`config.mk`:
```
export PLATFORM = sky130hd
export DESIGN_NAME = ctrl_regs
export DESIGN_NICKNAME = d
export VERILOG_FILES = /design/src/source/mem_fifo_pkg.sv /design/src/source/ctrl_regs.sv
export SDC_FILE = /design/constraint.sdc
export NUM_CORES = 1
export LEC_CHECK = 0
export BUFFER_PORTS_ARGS = -buffer_cell sky130_fd_sc_hd__buf_2
export CORE_MARGIN = 4
export CORE_UTILIZATION = 53
export DETAILED_ROUTE_END_ITERATION = 7
export GPL_ROUTABILITY_DRIVEN = 0
export HOLD_SLACK_MARGIN = 0.03
export PLACE_DENSITY = 0.92
export SETUP_SLACK_MARGIN = 0.5
export SLEW_MARGIN = 20
export SYNTH_ARGS = -nofsm -noshare
export SYNTH_HDL_FRONTEND = slang
export SYNTH_SLANG_ARGS = --single-unit
```
`constraint.sdc`:
```
create_clock -name bus_clk -period 2 [get_ports bus_clk]
set_input_delay 0.3 -clock bus_clk [delete_from_list [all_inputs] [get_ports bus_clk]]
set_output_delay 0.3 -clock bus_clk [all_outputs]
set_load 0.05 [all_outputs]
```
`src/source/mem_fifo_pkg.sv`:
```
//----------------------------------------
// Memory FIFO shared types and constants
// Word type, register map, readback and BIST codes
//----------------------------------------
`default_nettype none

package mem_fifo_pkg;

  // Payload word carried on every stream
  typedef logic [63:0] word_t;

  // Offsets from the FIFO settings base
  localparam int SR_FIFO_SEL = 0;
  localparam int SR_FIFO_CLR = 1;

  // Offsets from the BIST settings base
  localparam int SR_BIST_CTRL = 0;
  localparam int SR_BIST_CFG  = 1;
  localparam int SR_BIST_SEED = 2;

  typedef enum logic [1:0] {
    RB_FIFO_STATUS,
    RB_BIST_STATUS,
    RB_XFER_COUNT,
    RB_CYCLE_COUNT
  } rb_sel_e;

  typedef enum logic [1:0] {
    BIST_OK       = 2'b00,
    BIST_DATA_ERR = 2'b01,
    BIST_LEN_ERR  = 2'b10
  } bist_err_e;

endpackage

`default_nettype wire

```
`src/source/ctrl_regs.sv`:
```
//----------------------------------------
// Settings registers and readback
// Also counts delivered words and busy cycles
//----------------------------------------
`timescale 1ns/100ps
`default_nettype none

module ctrl_regs #(
  parameter int ADDR_W       = 8,
  parameter int SR_FIFO_BASE = 0,
  parameter int SR_BIST_BASE = 4
) (
  input  logic                     bus_clk,
  input  logic                     rst,
  input  logic                     set_stb,
  input  logic [7:0]               set_addr,
  input  logic [31:0]              set_data,
  output logic [31:0]              rb_data,
  output logic                     bist_mode,
  output logic                     bist_go,
  output logic                     bist_cont,
  output logic                     bist_ramp,
  output logic [12:0]              pkt_len,
  output logic [17:0]              pkt_count,
  output logic [31:0]              seed,
  output logic                     fifo_clr,
  input  logic                     running,
  input  logic                     done,
  input  mem_fifo_pkg::bist_err_e  error,
  input  logic [ADDR_W:0]          occupancy,
  input  logic                     xfer_beat,
  input  logic                     fifo_busy
);

  import mem_fifo_pkg::*;

  rb_sel_e     rb_sel;
  logic [31:0] bist_cfg;
  logic [31:0] xfer_count;
  logic [31:0] cycle_count;

  assign bist_mode = bist_go | running;
  assign pkt_count = bist_cfg[17:0];
  assign pkt_len   = bist_cfg[30:18];
  assign bist_ramp = bist_cfg[31];

  always_ff @(posedge bus_clk)
  begin
    if (rst)
    begin
      rb_sel    <= RB_FIFO_STATUS;
      fifo_clr  <= 1'b0;
      bist_go   <= 1'b0;
      bist_cont <= 1'b0;
      bist_cfg  <= '0;
      seed      <= '0;
    end
    else if (set_stb)
    begin
      case (set_addr)
        8'(SR_FIFO_BASE + SR_FIFO_SEL):  rb_sel <= rb_sel_e'(set_data[1:0]);
        8'(SR_FIFO_BASE + SR_FIFO_CLR):  fifo_clr <= set_data[0];
        8'(SR_BIST_BASE + SR_BIST_CTRL): {bist_cont, bist_go} <= set_data[1:0];
        8'(SR_BIST_BASE + SR_BIST_CFG):  bist_cfg <= set_data;
        8'(SR_BIST_BASE + SR_BIST_SEED): seed <= set_data;
        default: ;
      endcase
    end
  end

  // Throughput counters
  always_ff @(posedge bus_clk)
  begin
    if (rst || fifo_clr)
    begin
      xfer_count  <= '0;
      cycle_count <= '0;
    end
    else
    begin
      xfer_count  <= xfer_count + 32'(xfer_beat);
      cycle_count <= cycle_count + 32'(fifo_busy);
    end
  end

  always_comb
  begin
    case (rb_sel)
      RB_FIFO_STATUS: rb_data = 32'(occupancy);
      RB_BIST_STATUS: rb_data = {28'd0, error, done, running};
      RB_XFER_COUNT:  rb_data = xfer_count;
      default:        rb_data = cycle_count;
    endcase
  end

endmodule

`default_nettype wire

```
==> run summary <==
Slew headroom: 52.7%
IO Port Bufs: 157
Final setup viols: 8
Hold WC Path Type: in2reg
Post-synth EDFFs: 0
GRT overflow: 0
Pwr Total: 6.31 mW
worst path bufs/invs: 2
GRT met3 Usage: 9.84%
Worst-path clk slew: 0.07 ns
FF/Latch Area: 2800 sq um
Fillers: 461
register area share after synthesis: 43.6%
diodes inserted: 0
Mapped Cells: 688
Netlist Area Pre-Place: 6110 sq um
initial antenna violation count: 0
CTS tree: yes
Yosys cell types: 40
YS warnings: 0
die span in y: 115 um
Synth Area in Adders: 1.23%
first-pass GRT wire length: 33500 um
initial core utilization: 55.1%
WL final: 27500 um
CP top delay family: buffers and inverters
Vias/cell: 6.83
crit path time final: 2.03 ns
I/O Pins: 158
post-synthesis mux area share: 12.2%
Core Rows: 38
Least-Margin Pin Slew: 0.702 ns
Vias: 7286
Layout area overhead: 56.9%
most common cell after layout, fill and taps aside: buf_2
Syn Area/Cell: 8.88 sq um
Synth Area in Compound Gates: 10.6%
clock tree buffer depth: 2
Setup crit end kind: primary output
grt peak-use layer: met2
area of the multi-input gates: 4170 sq um
fin. max-slew vios: 0
post-synthesis simple-gate area fraction: 25.6%
Die W: 115 um
CTS H-tree lvls: 4
share of layout cells above drive strength 1: 52.7%
DP Cell Count: 966
xor and xnor area share after synthesis: 3.30%
crit path kind: reg2out
asr flop ratio synth: 0%
failing checks: setup timing
Worst VDD drop: 0.564 mV
Core Area: 11100 sq um
final worst slack: -0.0284 ns
clock sink count: 133
vias in the first global route: 6479
M1 GR Usage: 35.6%
leak pwr: 3.57 nW
most frequent cells in the layout: 145 x buf_2, 83 x nand2_1, 80 x dfxtp_1
Crit Path Max Fanout: 23
critical path arrival: 1.73 ns
Total GRT Usage: 32.0%
dpl hpwl: 12300 um
Num CTS Buffers: 17
Detailed Route Iter0 Violations: 875
startpoint types: flip-flop
RSZ-0062 raised after global routing: yes
largest net degree at the start of global routing: 49
# Max-Cap Violations: 0
drt first pass iters: 7
Synthesized Nets: 752
Main synth FF type: dfxtp_1
synthesis-stage register bit count: 133
Layout Cells excl Fill: 1066
worst skew pair latency: 0.44 ns
DIE AREA: 13300 sq um
Routed wire per std cell: 25.8 um
final hold vios: 0
Pwr Density: 659 nW/um^2
fmax: 493 MHz
ANT nets after route: 0
final net count: 977
DRC viols: 0
Final Cycle Share: 101%
critical-path cell list: buf_12, mux2i_2, nor2b_4, buf_2
status: finished with violations
main combinational cell family by area after synthesis: simple AND/OR/NAND/NOR gates
CTS root buf: clkbuf_16
max incr delay on CP: 0.41 ns
met2 global-route usage: 55.0%
Final Skew: 0.0141 ns
WP data required: 1.70 ns
CP max stage cell: dfxtp_4
## metal layers
metal	vias to the layer above	routed length, um
met5	-	0
met4	0	2140
met3	226	2930
met2	722	13100
met1	3422	9360
li1	2916	-
## area by class of cell
type | instances | share of cell area (%)
inverters | 4 | 0.157
clock inverters | 13 | 1.66
well taps | 140 | 1.83
multi-input cells | 512 | 43.5
flip-flops and latches | 133 | 29.3
clock buffers | 19 | 4.73
repair buffers | 245 | 18.9
## sequential cells by signal, indices dropped and copies added (netlist names)
signal,count
bist_cfg,32
bist_cont,1
bist_go,1
cycle_count,32
fifo_clr,1
rb_sel,2
seed,32
xfer_count,32
## worst register-to-register path, cell delays in order, from the launching register on
cell and delay (ns):
dfxtp_4 0.37, ha_4 0.15, ha_4 0.13, and4_4 0.23, buf_6 0.10, buf_6 0.10
nand3_4 0.07, o21ai_0 0.57, a21oi_2 0.15
## worst paths after layout
check           startpoint              to  cells after the start  slack (ns)
min reg2reg       seed[29]        seed[29]                      2        0.45
max reg2reg  xfer_count[0]  xfer_count[14]                      8           0
min           set_data[28]        seed[28]                      3        0.12
max              rb_sel[0]     rb_data[16]                      4       -0.03
## metrics by stage
stage / hold slack (ns) / instance area [sq um] / utilization [%] / TNS [ns] / worst slack (ns)
after detailed placement: 0.442 / 7450 / 67.3 / 0 / 0.00320
final: 0.117 / 9580 / 86.5 / -0.0608 / -0.0284
after global placement: 0.436 / 7450 / 67.3 / 0 / 0.0778
after global routing: 0.136 / 9580 / 86.5 / -0.325 / -0.0567
after floorplan: 0.436 / 6530 / - / 0 / 0.164
after CTS: 0.120 / 8670 / 78.3 / 0 / 0.0236
## logic make-up after synthesis
family / after synthesis
AND/OR/NAND/NOR: 300
flip-flops: 133
AO/OA/AOI/OAI: 111
multiplexers: 69
buffers and inverters: 46
XOR/XNOR: 23
adder cells (fa/ha/maj): 6
## power breakdown
part	switching (mW)	internal, mW	total [mW]
sequential	0.0184	2.62	2.64
combinational	0.196	0.138	0.335
clock	1.39	1.95	3.34
total	1.61	4.71	6.31
## what timing repair did
action / 4_1_cts / 5_1_grt
pin swaps: 27 / 41
setup endpoints to repair: 99 / 124
hold buffers: 0 / 0
cloned: 5 / 4
gates resized for setup: 122 / 147
buffers inserted: 30 / 29
## cells in the mapped netlist (6+ instances only)
| master | count | area [sq um] |
|---|---|---|
| a21oi_1 | 66 | 330 |
| and2_1 | 6 | 37.5 |
| and3_1 | 11 | 68.8 |
| and4_1 | 11 | 96.3 |
| buf_2 | 10 | 50.1 |
| clkbuf_1 | 26 | 97.6 |
| dfxtp_1 | 133 | 2660 |
| ha_1 | 6 | 75.1 |
| mux2i_1 | 60 | 601 |
| nand2_1 | 87 | 327 |
| nand2b_1 | 6 | 37.5 |
| nand3_1 | 23 | 115 |
| nand4_1 | 21 | 131 |
| nor2_1 | 59 | 221 |
| nor2b_1 | 23 | 144 |
| o21ai_0 | 15 | 75.1 |
| o31ai_1 | 19 | 143 |
| or3_1 | 20 | 125 |
| or4_1 | 19 | 143 |
| xnor2_1 | 8 | 70.1 |
| xor2_1 | 15 | 131 |
(Power assumes the default switching activity.)
