==> config.mk <==
export PLATFORM = sky130hd
export DESIGN_NAME = fifo_read_engine
export DESIGN_NICKNAME = d
export VERILOG_FILES = /design/src/source/mem_fifo_pkg.sv /design/src/source/fifo_read_engine.sv
export SDC_FILE = /design/constraint.sdc
export NUM_CORES = 1
export LEC_CHECK = 0
export BUFFER_PORTS_ARGS = -buffer_cell sky130_fd_sc_hd__buf_4
export CAP_MARGIN = 10
export CORE_ASPECT_RATIO = 0.8
export CORE_MARGIN = 2
export CORE_UTILIZATION = 51
export DETAILED_ROUTE_END_ITERATION = 16
export PLACE_DENSITY = 0.9
export SLEW_MARGIN = 10
export SYNTH_ARGS = -nofsm -noshare
export SYNTH_HDL_FRONTEND = slang
export SYNTH_SLANG_ARGS = --single-unit
==> constraint.sdc <==
create_clock -name bus_clk -period 4.6 [get_ports bus_clk]
set_input_delay 1.38 -clock bus_clk [delete_from_list [all_inputs] [get_ports bus_clk]]
set_output_delay 1.38 -clock bus_clk [all_outputs]
set_load 0.01 [all_outputs]
==> src/source/mem_fifo_pkg.sv <==
//----------------------------------------
// Memory FIFO shared types and constants
// Word type, register map, readback and BIST codes
//----------------------------------------
`default_nettype none

package mem_fifo_pkg;

  // Payload word carried on every stream
  typedef logic [63:0] word_t;

  // Offsets from the FIFO settings base
  localparam int SR_FIFO_SEL = 0;
  localparam int SR_FIFO_CLR = 1;

  // Offsets from the BIST settings base
  localparam int SR_BIST_CTRL = 0;
  localparam int SR_BIST_CFG  = 1;
  localparam int SR_BIST_SEED = 2;

  typedef enum logic [1:0] {
    RB_FIFO_STATUS,
    RB_BIST_STATUS,
    RB_XFER_COUNT,
    RB_CYCLE_COUNT
  } rb_sel_e;

  typedef enum logic [1:0] {
    BIST_OK       = 2'b00,
    BIST_DATA_ERR = 2'b01,
    BIST_LEN_ERR  = 2'b10
  } bist_err_e;

endpackage

`default_nettype wire

==> src/source/fifo_read_engine.sv <==
//----------------------------------------
// FIFO read engine
// Prefetches memory words into a 2-entry output buffer
//----------------------------------------
`timescale 1ns/100ps
`default_nettype none

module fifo_read_engine #(
  parameter int ADDR_W = 8
) (
  input  logic                 bus_clk,
  input  logic                 rst,
  input  logic                 clr,
  input  logic [ADDR_W:0]      wr_ptr,
  output logic [ADDR_W:0]      rd_ptr,
  output logic                 rd_req,
  input  logic                 rd_gnt,
  output logic [ADDR_W-1:0]    rd_addr,
  input  logic [64:0]          rd_data,
  output mem_fifo_pkg::word_t  out_tdata,
  output logic                 out_tlast,
  output logic                 out_tvalid,
  input  logic                 out_tready,
  output logic [ADDR_W:0]      occupancy
);

  logic [64:0] pf_q [2];
  logic        head_q;
  logic        tail_q;
  logic [1:0]  cnt_q;
  logic        pend_q;
  logic        empty;
  logic        pop;
  logic [1:0]  slots;

  assign empty     = (rd_ptr == wr_ptr);
  assign occupancy = wr_ptr - rd_ptr;
  assign rd_addr   = rd_ptr[ADDR_W-1:0];

  assign out_tvalid = (cnt_q != 2'd0);
  assign {out_tlast, out_tdata} = pf_q[head_q];
  assign pop = out_tvalid & out_tready;

  // Buffered words plus the read still in flight
  assign slots  = cnt_q + 2'(pend_q);
  assign rd_req = !empty && ((slots < 2'd2) || pop);

  // Read data shows up one cycle after its grant
  always_ff @(posedge bus_clk)
  begin
    if (pend_q)
      pf_q[tail_q] <= rd_data;
  end

  always_ff @(posedge bus_clk)
  begin
    if (rst || clr)
    begin
      head_q <= 1'b0;
      tail_q <= 1'b0;
      cnt_q  <= 2'd0;
      pend_q <= 1'b0;
      rd_ptr <= '0;
    end
    else
    begin
      pend_q <= rd_req & rd_gnt;
      if (rd_req && rd_gnt)
        rd_ptr <= rd_ptr + 1'b1;
      if (pend_q)
        tail_q <= ~tail_q;
      if (pop)
        head_q <= ~head_q;
      cnt_q <= cnt_q + 2'(pend_q) - 2'(pop);
    end
  end

  // A returning word always finds a free entry
  assert property (@(posedge bus_clk) disable iff (rst || clr)
    pend_q |-> (cnt_q != 2'd2) || pop);

endmodule

`default_nettype wire

==> flow_metrics.env <==
export IMPL_synth_area_um2=5824
export IMPL_synth_top_area_share_pct=67.02
export IMPL_regArea_um2=4205
export IMPL_drv_cap=0
export IMPL_critPathSlowestCell="fa_1"
export IMPL_max_clock_path_buffers=2
export IMPL_rsz0062_at_grt="false"
export IMPL_rr_worst_depth=8
export IMPL_critPathMaxStageDelay_ns=0.42
export IMPL_antenna_found_initial=0
export IMPL_finalHoldViolCount=0
export IMPL_post_dp_hpwl_mm=7.914
export IMPL_cts_max_level=4
export IMPL_crit_chain="buf_4, inv_1, ha_1, fa_1, nor2b_1, o21ai_1, a21boi_2, nor4_1, a311o_1, buf_4"
export IMPL_path_depth=10
export IMPL_yosys_area_top_type="edfxtp_1"
export IMPL_core_um2=11020
export IMPL_critPathCaptureType="output pin"
export IMPL_timing_final_crit_share_pct=97.88
export IMPL_die_y_um=99.59
export IMPL_min_path_type="flop to flop"
export IMPL_slew_headroom_pct=27.04
export IMPL_synthTopCellsByArea="edfxtp_1 (67%), mux2_2 (13%), dfxtp_1 (5.2%), ha_1 (2.4%), xnor2_1 (2.1%)"
export IMPL_fin_skew_ns=0.009221
export IMPL_r2r_start="rd_ptr[4]"
export IMPL_fillers=706
export IMPL_worstMarginPinSlew_ns=1.092
export IMPL_viasPerCell=5.188
export IMPL_powerDensity_nw_per_um2=380.5
export IMPL_row_count=34
export IMPL_syn_nets=435
export IMPL_max_freq_ghz=0.2221
export IMPL_required_ns=3.22
export IMPL_portBuffers=171
export IMPL_firstDrtPassIters=5
export IMPL_reg2reg_slack_ns=2.29
export IMPL_fin_tns_setup_ns=0
export IMPL_grt_overflow=0
export IMPL_power_leakage_nw=2.966
export IMPL_multi_input_area_um2=1471
export IMPL_path_common_cell="buf_4"
export IMPL_grt_pass1_wl_mm=18.31
export IMPL_post_route_worst_setup_slack_ns=0.09756
export IMPL_crit_start="wr_ptr[0]"
export IMPL_reg2reg_to="rd_ptr[6]"
export IMPL_finalMaxSlewViolations=0
export IMPL_ant_nets=0
export IMPL_grt_pass1_vias=3676
export IMPL_critPathCapture="occupancy[6]"
export IMPL_grt_total_usage_pct=19.70
export IMPL_postCtsHoldBufs=0
export IMPL_num_vias=3512
export IMPL_drive_gt1_share_pct=52.72
export IMPL_place_gp_congestion=0.9044
export IMPL_path_class="input port to output pin"
export IMPL_cp_arrival_ns=3.12
export IMPL_path_max_fanout=3
export IMPL_synth_cell_type_count=38
export IMPL_fin_nets=612
export IMPL_yosysSeqAreaShare_pct=72.18
export IMPL_yosysWarnings=0
export IMPL_synth_edf_count=130
export IMPL_outcome="finished, final reports clean"
export IMPL_cts_tree="yes"
export IMPL_dr_first_iter_drc_count=310
export IMPL_die_area_um2=12300
export IMPL_fin_crit_ns=4.502
export IMPL_grt_max_degree=40
export IMPL_wirelength_mm=11.88
export IMPL_num_io_pins=172
export IMPL_worstSkewPairLatency_ns=0.40
export IMPL_yosys_register_bits=145
export IMPL_insertedDiodeCount=0
export IMPL_place_ws_ns=0.02333
export IMPL_cp_start_kind="input port"
export IMPL_setup_viol=0
export IMPL_timing_hold_ws_ns=0.5330
export IMPL_area_growth_syn_to_layout_pct=34.14
export IMPL_initial_core_util_pct=52.86
export IMPL_ys_flop_type="edfxtp_1"
export IMPL_ir_worst_vdd_mv=0.3400
export IMPL_die_x_um=123.5
export IMPL_cts_sinks=145
export IMPL_synthArstFlopShare_pct=0
export IMPL_routedWlPerCell_um=17.55
export IMPL_clockRootBuffer="clkbuf_16"
export IMPL_drc=0
export IMPL_synthCells=344
export IMPL_cpLargestDelayFamily="adder cells"
export IMPL_worst_path_buf_inv=3
export IMPL_path_clk_slew_ns=0.06
export IMPL_synth_area_per_cell_um2=16.93
export IMPL_cts_buffers=17
[routing by layer]
| layer | GRT usage (%) | part of all wire (%) |
|---|---|---|
| met3 | 6.365 | 7.0 |
| met5 | 0 | 0 |
| met2 | 33.18 | 51 |
| met1 | 25.20 | 42 |
| met4 | 3.934 | 0.19 |
[registers in the layout (all words and copies together) (netlist names), named ones only]
name    cells
cnt_q       2
rd_ptr      9
tail_q      1
head_q      1
pf_q      130
pend_q      1
[cell type report]
cell class	count	area share, %
Inverter	15	0.7207
Timing Repair Buffer	176	17.07
Multi-Input combinational cell	166	18.83
Sequential cell	145	53.83
Clock inverter	14	1.794
Clock buffer	17	5.445
Tap cell	144	2.306
[power by group]
| group | internal [mW] | switching, mW | leakage (nW) |
|---|---|---|---|
| combinational | 0.112 | 0.0900 | 1.39 |
| sequential | 1.46 | 0.00817 | 1.30 |
| clock | 0.793 | 0.511 | 0.269 |
| total | 2.36 | 0.609 | 2.97 |
[layout by cell type (no fill, tap or decap), types with 2 or more instances in the layout]
cell        instances
o21bai_1            2
clkinvlp_4          4
nor2_1             20
clkinv_2            4
nor4_1              2
buf_4             175
ha_1               11
dfxtp_1            14
bufinv_16           2
xnor2_1            14
nor3_1              5
inv_1              15
edfxtp_1          130
inv_6               2
nor4_2              2
clkbuf_16          17
nor2b_1             2
mux2_2             65
or2_2               2
xor2_1              3
nand2_1             4
nand3_1             5
nand4_1             4
o21ai_0             3
a21oi_1             4
[worst reg2reg max path, cell delays in order, from the launching register on]
cell and delay (ns):
dfxtp_1 0.47, inv_1 0.12, ha_1 0.37, nand4_1 0.16, nor3_1 0.09, buf_4 0.19, or4_1 0.56, xnor2_1 0.18
nor2_1 0.05
[repair_timing]
item / in CTS / in global routing
gates resized for setup: 0 / 1
setup endpoints to repair: 0 / 1
setup buffers: 0 / 1
[worst min-delay path by stage]
stage / from / end / cells past startpoint
final: head_q / head_q / 2
after global routing: pend_q / tail_q / 2
after CTS: head_q / head_q / 2
after detailed placement: head_q / flop / 2
after global placement: head_q / flop / 2
after floorplan: head_q / flop / 2
[metrics by stage]
stage	cell area (um2)	total power, mW	utilization (%)	instances
final	7812	2.973	70.91	677
after global routing	7812	3.083	70.91	677
after CTS	7801	3.003	70.80	676
after detailed placement	7236	1.695	65.67	645
after global placement	7236	1.685	65.67	645
after floorplan	5824	1.575	-	344
[logic make-up (layout without fill, tap and decap cells)]
group | after synthesis | count (layout) | share of synthesized area, %
buffers and inverters | 33 | 222 | 2.771
and+or+nand+nor | 53 | 53 | 4.747
muxes | 65 | 65 | 12.57
AOI/OAI and AO/OA | 19 | 19 | 2.470
xor gates and xnor gates | 17 | 17 | 2.557
DFF | 145 | 145 | 72.18
adders and majority gates | 12 | 12 | 2.707
[Yosys cell counts (2+ instances only)]
cell type  instances
nand2_1            4
nor4_1             2
and2_1             2
nor4_2             2
inv_1             15
ha_1              11
dfxtp_1           15
nor3_1             5
clkbuf_1           4
nand4_1            4
buf_4              8
nor2b_1            3
mux2_2            65
nand3_1            5
buf_2              6
or2_2              2
xor2_1             3
xnor2_1           14
nor2_1            20
o21bai_1           2
a21oi_1            4
o21ai_0            3
edfxtp_1         130
No activity file was read; power rests on OpenSTA's default activity.
