===== config.mk =====
export PLATFORM = sky130hd
export DESIGN_NAME = bist_engine
export DESIGN_NICKNAME = d
export VERILOG_FILES = /design/src/source/mem_fifo_pkg.sv /design/src/source/bist_engine.sv
export SDC_FILE = /design/constraint.sdc
export NUM_CORES = 1
export LEC_CHECK = 0
export ABC_CLOCK_PERIOD_IN_PS = 7400
export BUFFER_PORTS_ARGS = -buffer_cell sky130_fd_sc_hd__buf_4
export CAP_MARGIN = 20
export CORE_MARGIN = 2
export CORE_UTILIZATION = 50
export DETAILED_ROUTE_END_ITERATION = 10
export PLACE_DENSITY = 0.82
export SLEW_MARGIN = 20
export SYNTH_ARGS = -nofsm -noshare
export SYNTH_HDL_FRONTEND = slang
export SYNTH_SLANG_ARGS = --single-unit
export TNS_END_PERCENT = 5

===== constraint.sdc =====
create_clock -name bus_clk -period 7.4 [get_ports bus_clk]
set_input_delay 1.85 -clock bus_clk [delete_from_list [all_inputs] [get_ports bus_clk]]
set_output_delay 1.85 -clock bus_clk [all_outputs]
set_load 0.01 [all_outputs]

===== src/source/mem_fifo_pkg.sv =====
//----------------------------------------
// Memory FIFO shared types and constants
// Word type, register map, readback and BIST codes
//----------------------------------------
`default_nettype none

package mem_fifo_pkg;

  // Payload word carried on every stream
  typedef logic [63:0] word_t;

  // Offsets from the FIFO settings base
  localparam int SR_FIFO_SEL = 0;
  localparam int SR_FIFO_CLR = 1;

  // Offsets from the BIST settings base
  localparam int SR_BIST_CTRL = 0;
  localparam int SR_BIST_CFG  = 1;
  localparam int SR_BIST_SEED = 2;

  typedef enum logic [1:0] {
    RB_FIFO_STATUS,
    RB_BIST_STATUS,
    RB_XFER_COUNT,
    RB_CYCLE_COUNT
  } rb_sel_e;

  typedef enum logic [1:0] {
    BIST_OK       = 2'b00,
    BIST_DATA_ERR = 2'b01,
    BIST_LEN_ERR  = 2'b10
  } bist_err_e;

endpackage

`default_nettype wire


===== src/source/bist_engine.sv =====
//----------------------------------------
// BIST packet generator and checker
// Constant or ramp patterns with first-error capture
//----------------------------------------
`timescale 1ns/100ps
`default_nettype none

module bist_engine (
  input  logic                     bus_clk,
  input  logic                     rst,
  input  logic                     go,
  input  logic                     cont,
  input  logic                     ramp,
  input  logic [12:0]              pkt_len,
  input  logic [17:0]              pkt_count,
  input  logic [31:0]              seed,
  output mem_fifo_pkg::word_t      gen_tdata,
  output logic                     gen_tlast,
  output logic                     gen_tvalid,
  input  logic                     gen_tready,
  input  mem_fifo_pkg::word_t      chk_tdata,
  input  logic                     chk_tlast,
  input  logic                     chk_tvalid,
  output logic                     running,
  output logic                     done,
  output mem_fifo_pkg::bist_err_e  error
);

  import mem_fifo_pkg::*;

  logic        go_q;
  logic        start;
  logic        gen_active;
  logic [12:0] gen_idx;
  logic [17:0] gen_pkt;
  logic [12:0] chk_idx;
  logic [17:0] pkts_out;
  logic        gen_end;
  logic        chk_end;
  logic        data_bad;
  logic        len_bad;

  // Pattern word for a given index inside the packet
  function automatic word_t pattern(input logic [12:0] idx);
    logic [31:0] half;
    half = ramp ? seed + {19'd0, idx} : seed;
    return {half, half};
  endfunction

  assign start      = go & ~go_q;
  assign gen_tvalid = gen_active;
  assign gen_tdata  = pattern(gen_idx);
  assign gen_tlast  = (gen_idx == pkt_len - 13'd1);
  assign gen_end    = gen_tvalid & gen_tready & gen_tlast;
  assign chk_end    = chk_tvalid & chk_tlast;

  assign data_bad = chk_tvalid && (chk_tdata != pattern(chk_idx));
  assign len_bad  = chk_tvalid && (chk_tlast != (chk_idx == pkt_len - 13'd1));

  always_ff @(posedge bus_clk)
  begin
    if (rst)
    begin
      go_q       <= 1'b0;
      gen_active <= 1'b0;
      gen_idx    <= '0;
      gen_pkt    <= '0;
      chk_idx    <= '0;
      pkts_out   <= '0;
      running    <= 1'b0;
      done       <= 1'b0;
      error      <= BIST_OK;
    end
    else if (start)
    begin
      go_q       <= 1'b1;
      gen_active <= 1'b1;
      gen_idx    <= '0;
      gen_pkt    <= '0;
      chk_idx    <= '0;
      pkts_out   <= '0;
      running    <= 1'b1;
      done       <= 1'b0;
      error      <= BIST_OK;
    end
    else
    begin
      go_q <= go;

      // Generator stops at a packet boundary
      if (gen_tvalid && gen_tready)
        gen_idx <= gen_tlast ? 13'd0 : gen_idx + 13'd1;
      if (gen_end)
      begin
        gen_pkt <= gen_pkt + 18'd1;
        if (!go || (!cont && gen_pkt == pkt_count - 18'd1))
          gen_active <= 1'b0;
      end

      // Checker
      if (chk_tvalid)
        chk_idx <= chk_tlast ? 13'd0 : chk_idx + 13'd1;
      if (error == BIST_OK && data_bad)
        error <= BIST_DATA_ERR;
      else if (error == BIST_OK && len_bad)
        error <= BIST_LEN_ERR;

      pkts_out <= pkts_out + 18'(gen_end) - 18'(chk_end);
      if (running && !gen_active && chk_end && pkts_out == 18'd1)
      begin
        running <= 1'b0;
        done    <= 1'b1;
      end
    end
  end

  // Completion only once every generated packet came back
  assert property (@(posedge bus_clk) disable iff (rst)
    $rose(done) |-> !gen_active && pkts_out == '0);

endmodule

`default_nettype wire


==> results by group <==
Cells and area
  – Commonest non-fill, non-tap cells in the layout: buf_4 (209), nor2_1 (128), nand2_1 (110), xnor2_1 (106), dfxtp_1 (68)
  – Area Overhead vs Synth: 19.76%
  – Antenna cells: 0
  – Multi-input gate area: approximately 7000 um^2
  – Layout cell share with drive strength beyond 1: 18.05%
  – Register Area: 1361 um^2
  – Most common cell after layout, fill and taps aside: buf_4
  – Number of fill cells: 1640
  – Nets: approximately 1.6k

STA
  – Headroom to the max-slew limit: 44.07%
  – Max Freq: 0.1515 GHz
  – Final setup skew: around 0.0087 ns
  – Setup TNS: 0 ns
  – Worst hold slack: 0.4770 ns
  – Final setup margin: about 0.8 ns
  – # setup viols final: 0
  – Final worst path period need: 6.601 ns
  – Slew at the pin closest to its max-slew limit: around 0.83 ns
  – Fin. max-slew vios: 0
  – RSZ-0062 raised after global routing: false
  – Fin. Hold Viols: 0
  – Tcrit/Tclk final: around 90%

GRT
  – Overflow after GRT: 0
  – Initial antenna violation count: 0
  – Vias in the first global route: 9049
  – Largest net degree at the start of global routing: 51
  – Total GRT Usage: between 20% and 30%
  – First-pass GRT wire length: 45.21 mm

Synthesis
  – Cell taking the most area after synthesis: dfxtp_1
  – Post-synth top area share: 15.15%
  – Mean Syn Cell Area: ~7.3 um^2
  – Post-synth EDFFs: 0
  – Synth Area in Compound Gates: a little under a fifth
  – Yosys reg bits: 68
  – FFs w/ async S/R, synth: 0%
  – Xor/xnor cell area share of the yosys netlist: 15.95%
  – Largest family of logic cells by synthesized area: simple AND/OR/NAND/NOR gates
  – Net Count, Synth: 1434
  – Synthesized cell area: 8984 um^2
  – Area share of fa/ha/maj cells after synthesis: 8.607%
  – Yosys warning count: 0
  – Post-synthesis mux area share: just over 3%
  – Synth cell types: 73
  – Post-synthesis simple-gate area fraction: 30.92%
  – Post-synthesis cell count: 1239
  – Sequential element share of the synthesized area: 15.15%
  – Synth top area cells: dfxtp_1 (15%), xnor2_1 (10%), ha_1 (7.9%)
  – Ys flop type: dfxtp_1

Worst setup path
  – Maximum single-stage delay on the critical path: 0.41 ns
  – Crit path DAT: 4.75 ns
  – Crit path launch: seed[0]
  – CP max FO: 7
  – CP max stage cell: fa_1
  – Crit end category: output port
  – FF-to-FF Start: chk_idx[0]
  – Crit path required time: 5.55 ns
  – Critical Path Start Type: input pin
  – Crit path kind: input pin to output port
  – Crit path cell chain: buf_4 > ha_1 > inv_1 > fa_1 > nor2b_1 > o21ai_0 > a21boi_0 > o21ai_0 > a211oi_1 > nor2_1 > a211oi_1 > buf_4 > nand4_1 > xnor2_1 > buf_4
  – Most used cell, CP: buf_4
  – Reg2Reg Depth: 11

Run status
  – Status: finished clean

Clock network
  – Number of clock sinks: 68
  – H-tree Lvls: 3
  – TritonCTS buffer count: 9
  – Clock slew at reported path FFs: 0.05 ns
  – Clock latency on the worst-skew pair: 0.34 ns
  – Max Buffers Root-to-Sink: 2
  – Post-CTS setup buffer count: 0
  – Post_cts resized: 0
  – CTS tree: yes
  – Hold buffer count at CTS: 0
  – Root buf cell: clkbuf_16

Detailed routing
  – Antenna viol nets, final: 0
  – Routed wire per std cell: 17.53 um
  – Total wire length: 28.30 mm
  – DR iter-0 viols: 833
  – Via-to-Cell Ratio: 6.120
  – Total number of vias: approximately 10k
  – Drt drc: 0
  – Detailed Routing Iterations Pass 1: 5

Floorplanning
  – I/O pin count: about 200
  – Row cnt: 49
  – Core ar.: 17780 um^2
  – Die H: 138.0 um
  – Starting density of the core: 50.53%
  – Die ar.: 19060 um^2
  – Die width: 138.0 um

Placement
  – Routability cong.: 0.9928
  – Post-detail-place hpwl: 22.64 mm
  – Port bufs: 204
  – Post-place setup slack: 0.5530 ns

Pwr
  – Pleak: 4.431 nW
  – PD cells: 158.1 nW/um^2
  – Peak supply drop: 250.7 uV

Worst hold path
  – HP Start: error[1]
  – Worst hold path type: flop to flop
  – Hold depth: 2

Flow run
  – # Max-Cap Violations: 0
cells by family (layout without fill, tap and decap cells):
family                   count (synthesis)  count (layout)
flip-flops                              68              68
AND/OR/NAND/NOR                        538             538
XOR/XNOR                               151             151
buffers and inverters                  139             285
AO/OA/AOI/OAI                          256             256
adder cells (fa/ha/maj)                 60              60
multiplexers                            27              27
layer usage:
layer | GRT usage [%] | wire, um | share of wire (%) | vias to the layer above
li1 | - | - | - | 4750
met1 | 36.00 | 11740 | 41 | 4619
met2 | 48.54 | 13530 | 48 | 438
met3 | 4.676 | 2151 | 7.6 | 70
met4 | 8.539 | 868 | 3.1 | 0
met5 | 0 | 0 | 0 | -
power breakdown:
group	switching [mW]	total [mW]	internal (mW)
clock	0.159	0.473	0.314
combinational	0.437	0.813	0.376
sequential	0.0166	0.415	0.399
worst max-delay path, delay by kind of cell:
family / cells / cell delay, ns
AOI/OAI and AO/OA: 5 / 1.18
xor gates and xnor gates: 1 / 0.20
adders and majority gates: 2 / 0.57
buffers and inverters: 4 / 0.51
and+or+nand+nor: 3 / 0.45
final cells by class:
class                      instances  share of cell area, %
multi-input combinational       1032                  64.88
timing repair buffer             209                  14.58
sequential                        68                  12.65
tap                              229                  2.663
clock buffer                      11                  2.349
inverter                          60                  2.093
clock inverter                     5                 0.7792
flip-flops by register name, indices dropped and copies added, names as in the netlist:
register,count
running,1
pkts_out,18
done,1
gen_idx,13
gen_pkt,18
error,2
gen_tvalid,1
go_q,1
chk_idx,13
cells in the mapped netlist, drive strengths merged (12+ instances only):
cell,n
nor2,128
buf,34
nor4,21
or3,25
dfxtp,68
nand2,110
ha,57
xor2,37
nand2b,14
o21ai,55
nor3,40
clkbuf,45
mux2i,20
inv,60
nand4,37
nand3b,12
a21o,16
nor2b,18
a21oi,63
nand3,57
and3,23
xnor2,106
a211oi,13
and2,12
final timing paths:
check / to / slack (ns)
max: gen_tdata[20] / 0.80
min: error[1] / 0.48
max reg2reg: error[1] / 3.00
min reg2reg: error[1] / 0.48
per-stage QoR:
step                      instance area, um^2  utilization (%)  std cells  total power, mW
after detailed placement                10420            58.62       1598            1.213
after global routing                    10760            60.51       1614            1.806
after floorplan                          8984                -       1239           0.9943
after CTS                               10760            60.51       1614            1.698
after global placement                  10420            58.62       1598            1.197
final                                   10760            60.51       1614            1.701
Power figures use the tool's default switching activity.
