===== src/source/mem_fifo_pkg.sv =====
//----------------------------------------
// Memory FIFO shared types and constants
// Word type, register map, readback and BIST codes
//----------------------------------------
`default_nettype none

package mem_fifo_pkg;

  // Payload word carried on every stream
  typedef logic [63:0] word_t;

  // Offsets from the FIFO settings base
  localparam int SR_FIFO_SEL = 0;
  localparam int SR_FIFO_CLR = 1;

  // Offsets from the BIST settings base
  localparam int SR_BIST_CTRL = 0;
  localparam int SR_BIST_CFG  = 1;
  localparam int SR_BIST_SEED = 2;

  typedef enum logic [1:0] {
    RB_FIFO_STATUS,
    RB_BIST_STATUS,
    RB_XFER_COUNT,
    RB_CYCLE_COUNT
  } rb_sel_e;

  typedef enum logic [1:0] {
    BIST_OK       = 2'b00,
    BIST_DATA_ERR = 2'b01,
    BIST_LEN_ERR  = 2'b10
  } bist_err_e;

endpackage

`default_nettype wire


===== src/source/stream_router.sv =====
//----------------------------------------
// Stream router
// User/BIST mux in front of the FIFO and demux behind it
//----------------------------------------
`timescale 1ns/100ps
`default_nettype none

module stream_router (
  input  logic                 bus_clk,
  input  logic                 rst,
  input  logic                 bist_mode,
  input  mem_fifo_pkg::word_t  usr_tdata,
  input  logic                 usr_tlast,
  input  logic                 usr_tvalid,
  output logic                 usr_tready,
  input  mem_fifo_pkg::word_t  gen_tdata,
  input  logic                 gen_tlast,
  input  logic                 gen_tvalid,
  output logic                 gen_tready,
  output mem_fifo_pkg::word_t  fifo_in_tdata,
  output logic                 fifo_in_tlast,
  output logic                 fifo_in_tvalid,
  input  logic                 fifo_in_tready,
  input  mem_fifo_pkg::word_t  fifo_out_tdata,
  input  logic                 fifo_out_tlast,
  input  logic                 fifo_out_tvalid,
  output logic                 fifo_out_tready,
  output mem_fifo_pkg::word_t  o_tdata,
  output logic                 o_tlast,
  output logic                 o_tvalid,
  input  logic                 o_tready,
  output mem_fifo_pkg::word_t  chk_tdata,
  output logic                 chk_tlast,
  output logic                 chk_tvalid,
  input  mem_fifo_pkg::word_t  forced_bit_err
);

  logic in_sel;
  logic in_open;
  logic out_sel;
  logic out_open;
  logic in_beat;
  logic out_beat;

  // Input side mux
  assign fifo_in_tdata  = in_sel ? gen_tdata : usr_tdata;
  assign fifo_in_tlast  = in_sel ? gen_tlast : usr_tlast;
  assign fifo_in_tvalid = in_sel ? gen_tvalid : usr_tvalid;
  assign usr_tready     = ~in_sel & fifo_in_tready;
  assign gen_tready     = in_sel & fifo_in_tready;
  assign in_beat        = fifo_in_tvalid & fifo_in_tready;

  // Output side demux toward a checker that never stalls
  assign o_tdata         = fifo_out_tdata ^ forced_bit_err;
  assign chk_tdata       = fifo_out_tdata ^ forced_bit_err;
  assign o_tlast         = fifo_out_tlast;
  assign chk_tlast       = fifo_out_tlast;
  assign o_tvalid        = fifo_out_tvalid & ~out_sel;
  assign chk_tvalid      = fifo_out_tvalid & out_sel;
  assign fifo_out_tready = out_sel | o_tready;
  assign out_beat        = fifo_out_tvalid & fifo_out_tready;

  // Mode is sampled only between packets
  always_ff @(posedge bus_clk)
  begin
    if (rst)
    begin
      in_sel   <= 1'b0;
      in_open  <= 1'b0;
      out_sel  <= 1'b0;
      out_open <= 1'b0;
    end
    else
    begin
      if (in_beat)
        in_open <= ~fifo_in_tlast;
      if (in_beat ? fifo_in_tlast : ~in_open)
        in_sel <= bist_mode;
      if (out_beat)
        out_open <= ~fifo_out_tlast;
      if (out_beat ? fifo_out_tlast : ~out_open)
        out_sel <= bist_mode;
    end
  end

  assert property (@(posedge bus_clk) disable iff (rst)
    (in_open && !(in_beat && fifo_in_tlast)) |=> $stable(in_sel));

endmodule

`default_nettype wire


===== config.mk =====
export PLATFORM = sky130hd
export DESIGN_NAME = stream_router
export DESIGN_NICKNAME = d
export VERILOG_FILES = /design/src/source/mem_fifo_pkg.sv /design/src/source/stream_router.sv
export SDC_FILE = /design/constraint.sdc
export NUM_CORES = 1
export LEC_CHECK = 0
export BUFFER_PORTS_ARGS = -buffer_cell sky130_fd_sc_hd__clkbuf_2
export CAP_MARGIN = 25
export CORE_AREA = 2 2 179 181
export CTS_BUF_LIST = sky130_fd_sc_hd__clkbuf_8
export CTS_CLUSTER_SIZE = 16
export DETAILED_ROUTE_END_ITERATION = 16
export DIE_AREA = 0 0 181 183
export SYNTH_ARGS = -nofsm -noshare
export SYNTH_HDL_FRONTEND = slang
export SYNTH_SLANG_ARGS = --single-unit

===== constraint.sdc =====
create_clock -name bus_clk -period 1.8 [get_ports bus_clk]
set_clock_uncertainty 0.2 [all_clocks]
set_input_delay 0.54 -clock bus_clk [delete_from_list [all_inputs] [get_ports bus_clk]]
set_output_delay 0.54 -clock bus_clk [all_outputs]
set_load 0.05 [all_outputs]

==> qor.yml, run 1 <==
status: "complete, but fails checks"
violations: "negative setup slack"
p_leak_nw: 4.29
cts_root_buf: "clkbuf_8"
cts_hold_buf: 0
die_area_um2: 33100
cts_tree: "built"
synth-seq-area-share_pct: 3.84
wire_per_inst_um: 15.7
antenna_found_initial: 2
setup_slack_ns: -0.321
drt-initial-drc-count: 83
slowest_delay_ns: 0.37
synthArstFlopShare_pct: 0
numClockSinks: 4
place_congestion: 0.791
wl_mm: 16.6
critical_path_arrival_ns: 1.38
io_buffers: 467
finalSetupViolCount: 95
synth_cells: 231
synth.avg_cell_area_um2: 9.02
r2r-end: "in_sel"
hold_violations: 0
r2r_cells: 6
relSlewSlack_pct: 80.2
clkTransAtPathRegs_ns: 0.03
hp-class: "input pin to flop"
required_ns: 1.06
layout.nets: 924
worstMarginPinSlew_ns: 0.294
layout_commonest_cell: "clkbuf_2"
synth.area.top_cells: "mux2_2, xor2_1, buf_4"
clockBufferDepth: 2
synth_ff_type: "dfxtp_1"
slowest_stage: "dfxtp_4"
htree_levels: 1
dp_hpwl_mm: 12.7
final_cell_mix: "clkbuf_2, buf_8, buf_6"
fp-row-count: 65
viasPerCell: 3.19
cap_violations: 0
drc: 0
track_usage_pct: 8.30
grt_pass1_wl_mm: 21.3
cts_buffers: 3
drv_slew: 0
yosys.area.top_type: "mux2_2"
yosys_warnings: 0
setup.worst_path.end_class: "output port"
max_freq_ghz: 0.472
clk_latency_ns: 0.22
fp.dieW_um: 181
fin_crit_ns: 2.12
first_pass_iters: 4
io-pin-count: 468
path_cells: "buf_12 -> clkbuf_16 -> mux2_4 -> buf_8"
worstHoldPathCells: 2
worstSetupStartpoint: "in_sel"
syn_to_final_growth_pct: 353
initial_core_util_pct: 6.67
ir_drop_uv: 330
hold_end: "out_open"
hold_start: "rst"
synth_edf_count: 0
rrSetupSlack_ns: 0.06
fin_tns_setup_ns: -20.06
syn_area_um2: 2080
r2r-start: "in_sel"
ant_nets: 0
critical_path_class: "flop to output port"
ys_seq_elements: 4
grt-ovfl-total: 0
powerDensity_nw_per_um2: 545
num_vias: 3381
die_h_um: 183
ys_types: 22
cp-start-kind: "flop"
period_share_pct: 118
dp_slack_ns: -0.161
path_max_fanout: 7
rsz0062_at_grt: "true"
syn_nets: 498
core_um2: 31200
synth_top_area_share_pct: 35.7
grt_pass1_vias: 3788
grt_max_degree: 36
nFillCells: 3057
drive_gt1_share_pct: 96.8
[synth_stat cells (2+ instances only)]
library cell / n
inv_1: 2
and2_1: 2
buf_4: 68
nand3_1: 2
nor2b_1: 4
mux2_2: 66
xor2_1: 64
nor3b_1: 2
buf_2: 5
dfxtp_1: 4
[what timing repair did]
item | 4_1_cts | 5_1_grt
endpoints found under the hold margin | 0 | 0
setup buffers | 4 | 2
gates resized for setup | 316 | 382
setup endpoints to repair | 196 | 194
gates cloned | 0 | 7
pin swaps | 45 | 63
[per-layer routing]
metal,vias to the layer above,global-route usage (%),routed length (um)
met5,-,0,13
met4,2,1.92,368
met3,22,2.90,1820
met2,294,17.6,9790
met1,1558,7.36,4610
li1,1505,-,-
[sequential cells by signal, summed over array words and instances (netlist names)]
name      flops
in_open       1
in_sel        1
out_open      1
out_sel       1
[worst max path at each step]
| stage | to | slack [ns] | cells past startpoint |
|---|---|---|---|
| CTS | fifo_in_tdata[21] | -0.40 | 3 |
| detailed placement | fifo_in_tdata[55] | -0.16 | 3 |
| global placement | fifo_in_tdata[59] | -0.15 | 3 |
| global route | fifo_in_tdata[46] | -0.35 | 4 |
| finish | fifo_in_tdata[58] | -0.32 | 4 |
| floorplan | o_tdata[0] | -0.31 | 2 |
[per-stage QoR]
step | instances | power (mW) | utilization [%] | hold slack [ns] | area, um^2
floorplan | 231 | 2.76 | - | 0.351 | 3780
detailed placement | 1045 | 3.96 | 22.1 | 0.385 | 6910
global placement | 1045 | 3.93 | 22.1 | 0.374 | 6910
global route | 1059 | 5.31 | 30.3 | 0.399 | 9450
finish | 1059 | 5.15 | 30.3 | 0.392 | 9450
CTS | 1051 | 4.73 | 27.7 | 0.391 | 8660
[critical path, delay by kind of cell, from the launching register on]
kind | cells | cell delay [ns]
muxes | 1 | 0.32
DFF | 1 | 0.37
buffers and inverters | 3 | 0.46
[cell families (layout without fill, tap and decap cells)]
logic type / Yosys count / after routing / synth area share (%)
AOI/OAI and AO/OA: 4 / 4 / 1.56
other: 0 / 1 / 0
xor gates and xnor gates: 64 / 64 / 26.9
and+or+nand+nor: 15 / 15 / 4.26
buffers and inverters: 76 / 501 / 26.6
DFF: 4 / 4 / 3.84
muxes: 68 / 68 / 36.9
[power breakdown]
group	switching, mW	internal, mW
Combinational	2.57	2.28
Sequential	0.00750	0.0963
Clock	0.0469	0.145
[layout make-up]
type / count / area, um^2 / area share (%)
Tap cell: 402 / 503 / 5.32
Sequential cell: 4 / 83.8 / 0.887
Inverter: 2 / 7.51 / 0.0794
Clock inverter: 1 / 3.75 / 0.0397
Multi-Input combinational cell: 151 / 2900 / 30.7
Timing Repair Buffer: 495 / 5910 / 62.5
Antenna cell: 1 / 2.50 / 0.0265
Clock buffer: 3 / 41.3 / 0.437
(Power assumes the default switching activity.)
==> run 2: changes to the inputs <==
--- a/config.mk
+++ b/config.mk
@@ -12,6 +12,7 @@
 export CTS_CLUSTER_SIZE = 16
 export DETAILED_ROUTE_END_ITERATION = 16
 export DIE_AREA = 0 0 181 183
+export PLACE_DENSITY_LB_ADDON = 0.15
 export SYNTH_ARGS = -nofsm -noshare
 export SYNTH_HDL_FRONTEND = slang
 export SYNTH_SLANG_ARGS = --single-unit
==> run 2 against run 1 <==
The flow still finishes with violations (negative setup slack). Core utilization decreased by 2.4 points. Register-to-register slack hardly changed. Hold slack worse by 0.0062 ns. Combinational power decreased by 7.0%. Non-clock buffer count fell by 10. Sequential share of layout area increased by 0.075 points. Wire length fell by 5.8%. Critical path type unchanged. Largest cell class unchanged. Highest routed layer is now met4.
==> qor.yml, run 2 (same netlist as run 1, synthesis figures left out) <==
status: "complete, but fails checks"
die_h_um: 183  # unchanged
worstMarginPinSlew_ns: 0.253  # -0.0410 ns
htree_levels: 1  # unchanged
finalSetupViolCount: 71  # -25%
path_max_fanout: 5  # -2
clkTransAtPathRegs_ns: 0.04  # about the same
first_pass_iters: 4  # unchanged
grt_pass1_vias: 3536  # -6.7%
critical_path_arrival_ns: 1.38  # about the same
place_congestion: 0.694  # -12%
powerDensity_nw_per_um2: 552  # +1.4%
drc: 0  # unchanged
grt-ovfl-total: 0  # unchanged
rsz0062_at_grt: "true"
layout.nets: 914  # -1.1%
dp_hpwl_mm: 13.8  # +9.0%
ir_drop_uv: 262  # -21%
fp-row-count: 65  # unchanged
grt_max_degree: 22  # -39%
hold_violations: 0  # unchanged
syn_to_final_growth_pct: 318
grt_pass1_wl_mm: 20.5  # -4.2%
drive_gt1_share_pct: 96.9  # +0.11 points
numClockSinks: 4  # unchanged
cts_root_buf: "clkbuf_8"
period_share_pct: 118  # about the same
die_area_um2: 33100  # unchanged
drt-initial-drc-count: 42  # -49%
clk_latency_ns: 0.22  # about the same
wl_mm: 15.6  # -5.8%
cts_tree: "built"
num_vias: 3243  # -4.1%
layout_commonest_cell: "clkbuf_2"
wire_per_inst_um: 14.9  # -4.8%
io-pin-count: 468  # unchanged
drv_slew: 0  # unchanged
viasPerCell: 3.09  # -3.1%
diodes: 0  # -1
placedInstanceArea_um2: 6310  # -8.7%
dp.cells: 1039  # -0.57%
critical_path_class: "flop to output port"
initial_core_util_pct: 6.67  # unchanged
setup.worst_path.end_class: "output port"
fp.dieW_um: 181  # unchanged
required_ns: 1.06  # about the same
fin_cells: 1048  # -1.0%
cp-start-kind: "flop"
core_um2: 31200  # unchanged
cts_hold_buf: 0  # unchanged
final_cell_mix: "clkbuf_2, buf_8, xor2_4"
ant_nets: 0  # unchanged
relSlewSlack_pct: 82.6  # +2.5 points
p_leak_nw: 3.99  # -6.9%
setup_slack_ns: -0.320  # +0.00103 ns
antenna_found_initial: 3  # +1
max_freq_ghz: 0.472  # about the same
io_buffers: 467  # unchanged
power_mw: 4.81  # -6.5%
cts_buffers: 3  # unchanged
fin_tns_setup_ns: -19.11  # +0.951 ns
hp-class: "input pin to flop"
fin_area_um2: 8720  # -7.8%
nFillCells: 3201  # +4.7%
fin_crit_ns: 2.12  # -0.00103 ns
track_usage_pct: 8.21  # -0.092 points
violations: "negative setup slack"
clockBufferDepth: 2  # unchanged
cap_violations: 0  # unchanged
[run 2: cell count changes in the layout (fill, tap and decap cells not counted), sizes merged]
| cell | previous run | this run |
|---|---|---|
| buf | 283 | 255 |
| clkbuf | 215 | 233 |
| diode | 1 | 0 |
[run 2: stage by stage]
step	setup slack (ns)	utilization, %	hold slack, ns
after floorplan	-0.307	-	0.351
after global placement	-0.185	20.2	0.394
after detailed placement	-0.192	20.2	0.404
after CTS	-0.376	25.9	0.391
after global routing	-0.357	27.9	0.407
final	-0.320	27.9	0.386
[run 2: worst paths after layout]
check	startpoint	to	slack (ns)	cells after the start
worst max-delay path	in_sel	fifo_in_tdata[57]	-0.32	4
worst min-delay path	rst	out_open	0.39	2
worst max register to register	in_sel	in_sel	0.06	6
worst min register to register	in_open	in_sel	0.39	3
[run 2: critical path, stage by stage, from the launching register on]
cell	delay, ns
dfxtp_4	0.35
buf_6	0.14
buf_4	0.17
mux2_4	0.30
buf_4	0.19
[run 2: report_power, final]
| group | leakage (nW) | internal (mW) | switching, mW |
|---|---|---|---|
| Combinational | 3.93 | 2.03 | 2.48 |
| Sequential | 0.0336 | 0.0961 | 0.00619 |
| Clock | 0.0269 | 0.146 | 0.0545 |
| Total | 3.99 | 2.27 | 2.54 |
[run 2: final cells by class]
cell class | instances | area (um^2) | share of cell area (%)
tap | 402 | 503 | 5.77
clock inverter | 1 | 3.75 | 0.0431
clock buffer | 3 | 41.3 | 0.474
timing repair buffer | 485 | 5190 | 59.6
sequential | 4 | 83.8 | 0.962
multi-input combinational | 151 | 2880 | 33.1
inverter | 2 | 7.51 | 0.0861
[run 2: routing by layer]
layer | wire (um) | part of all wire, % | global-route usage (%)
met5 | 0 | 0 | 0
met4 | 128 | 0.82 | 0.293
met3 | 1860 | 12 | 3.12
met2 | 9480 | 61 | 18.5
met1 | 4170 | 27 | 6.86
[run 2: timing repair]
action	4_1_cts	5_1_grt
gates cloned	0	2
pin swaps	34	59
setup endpoints to repair	198	198
buffers inserted	0	4
gates resized for setup	365	328
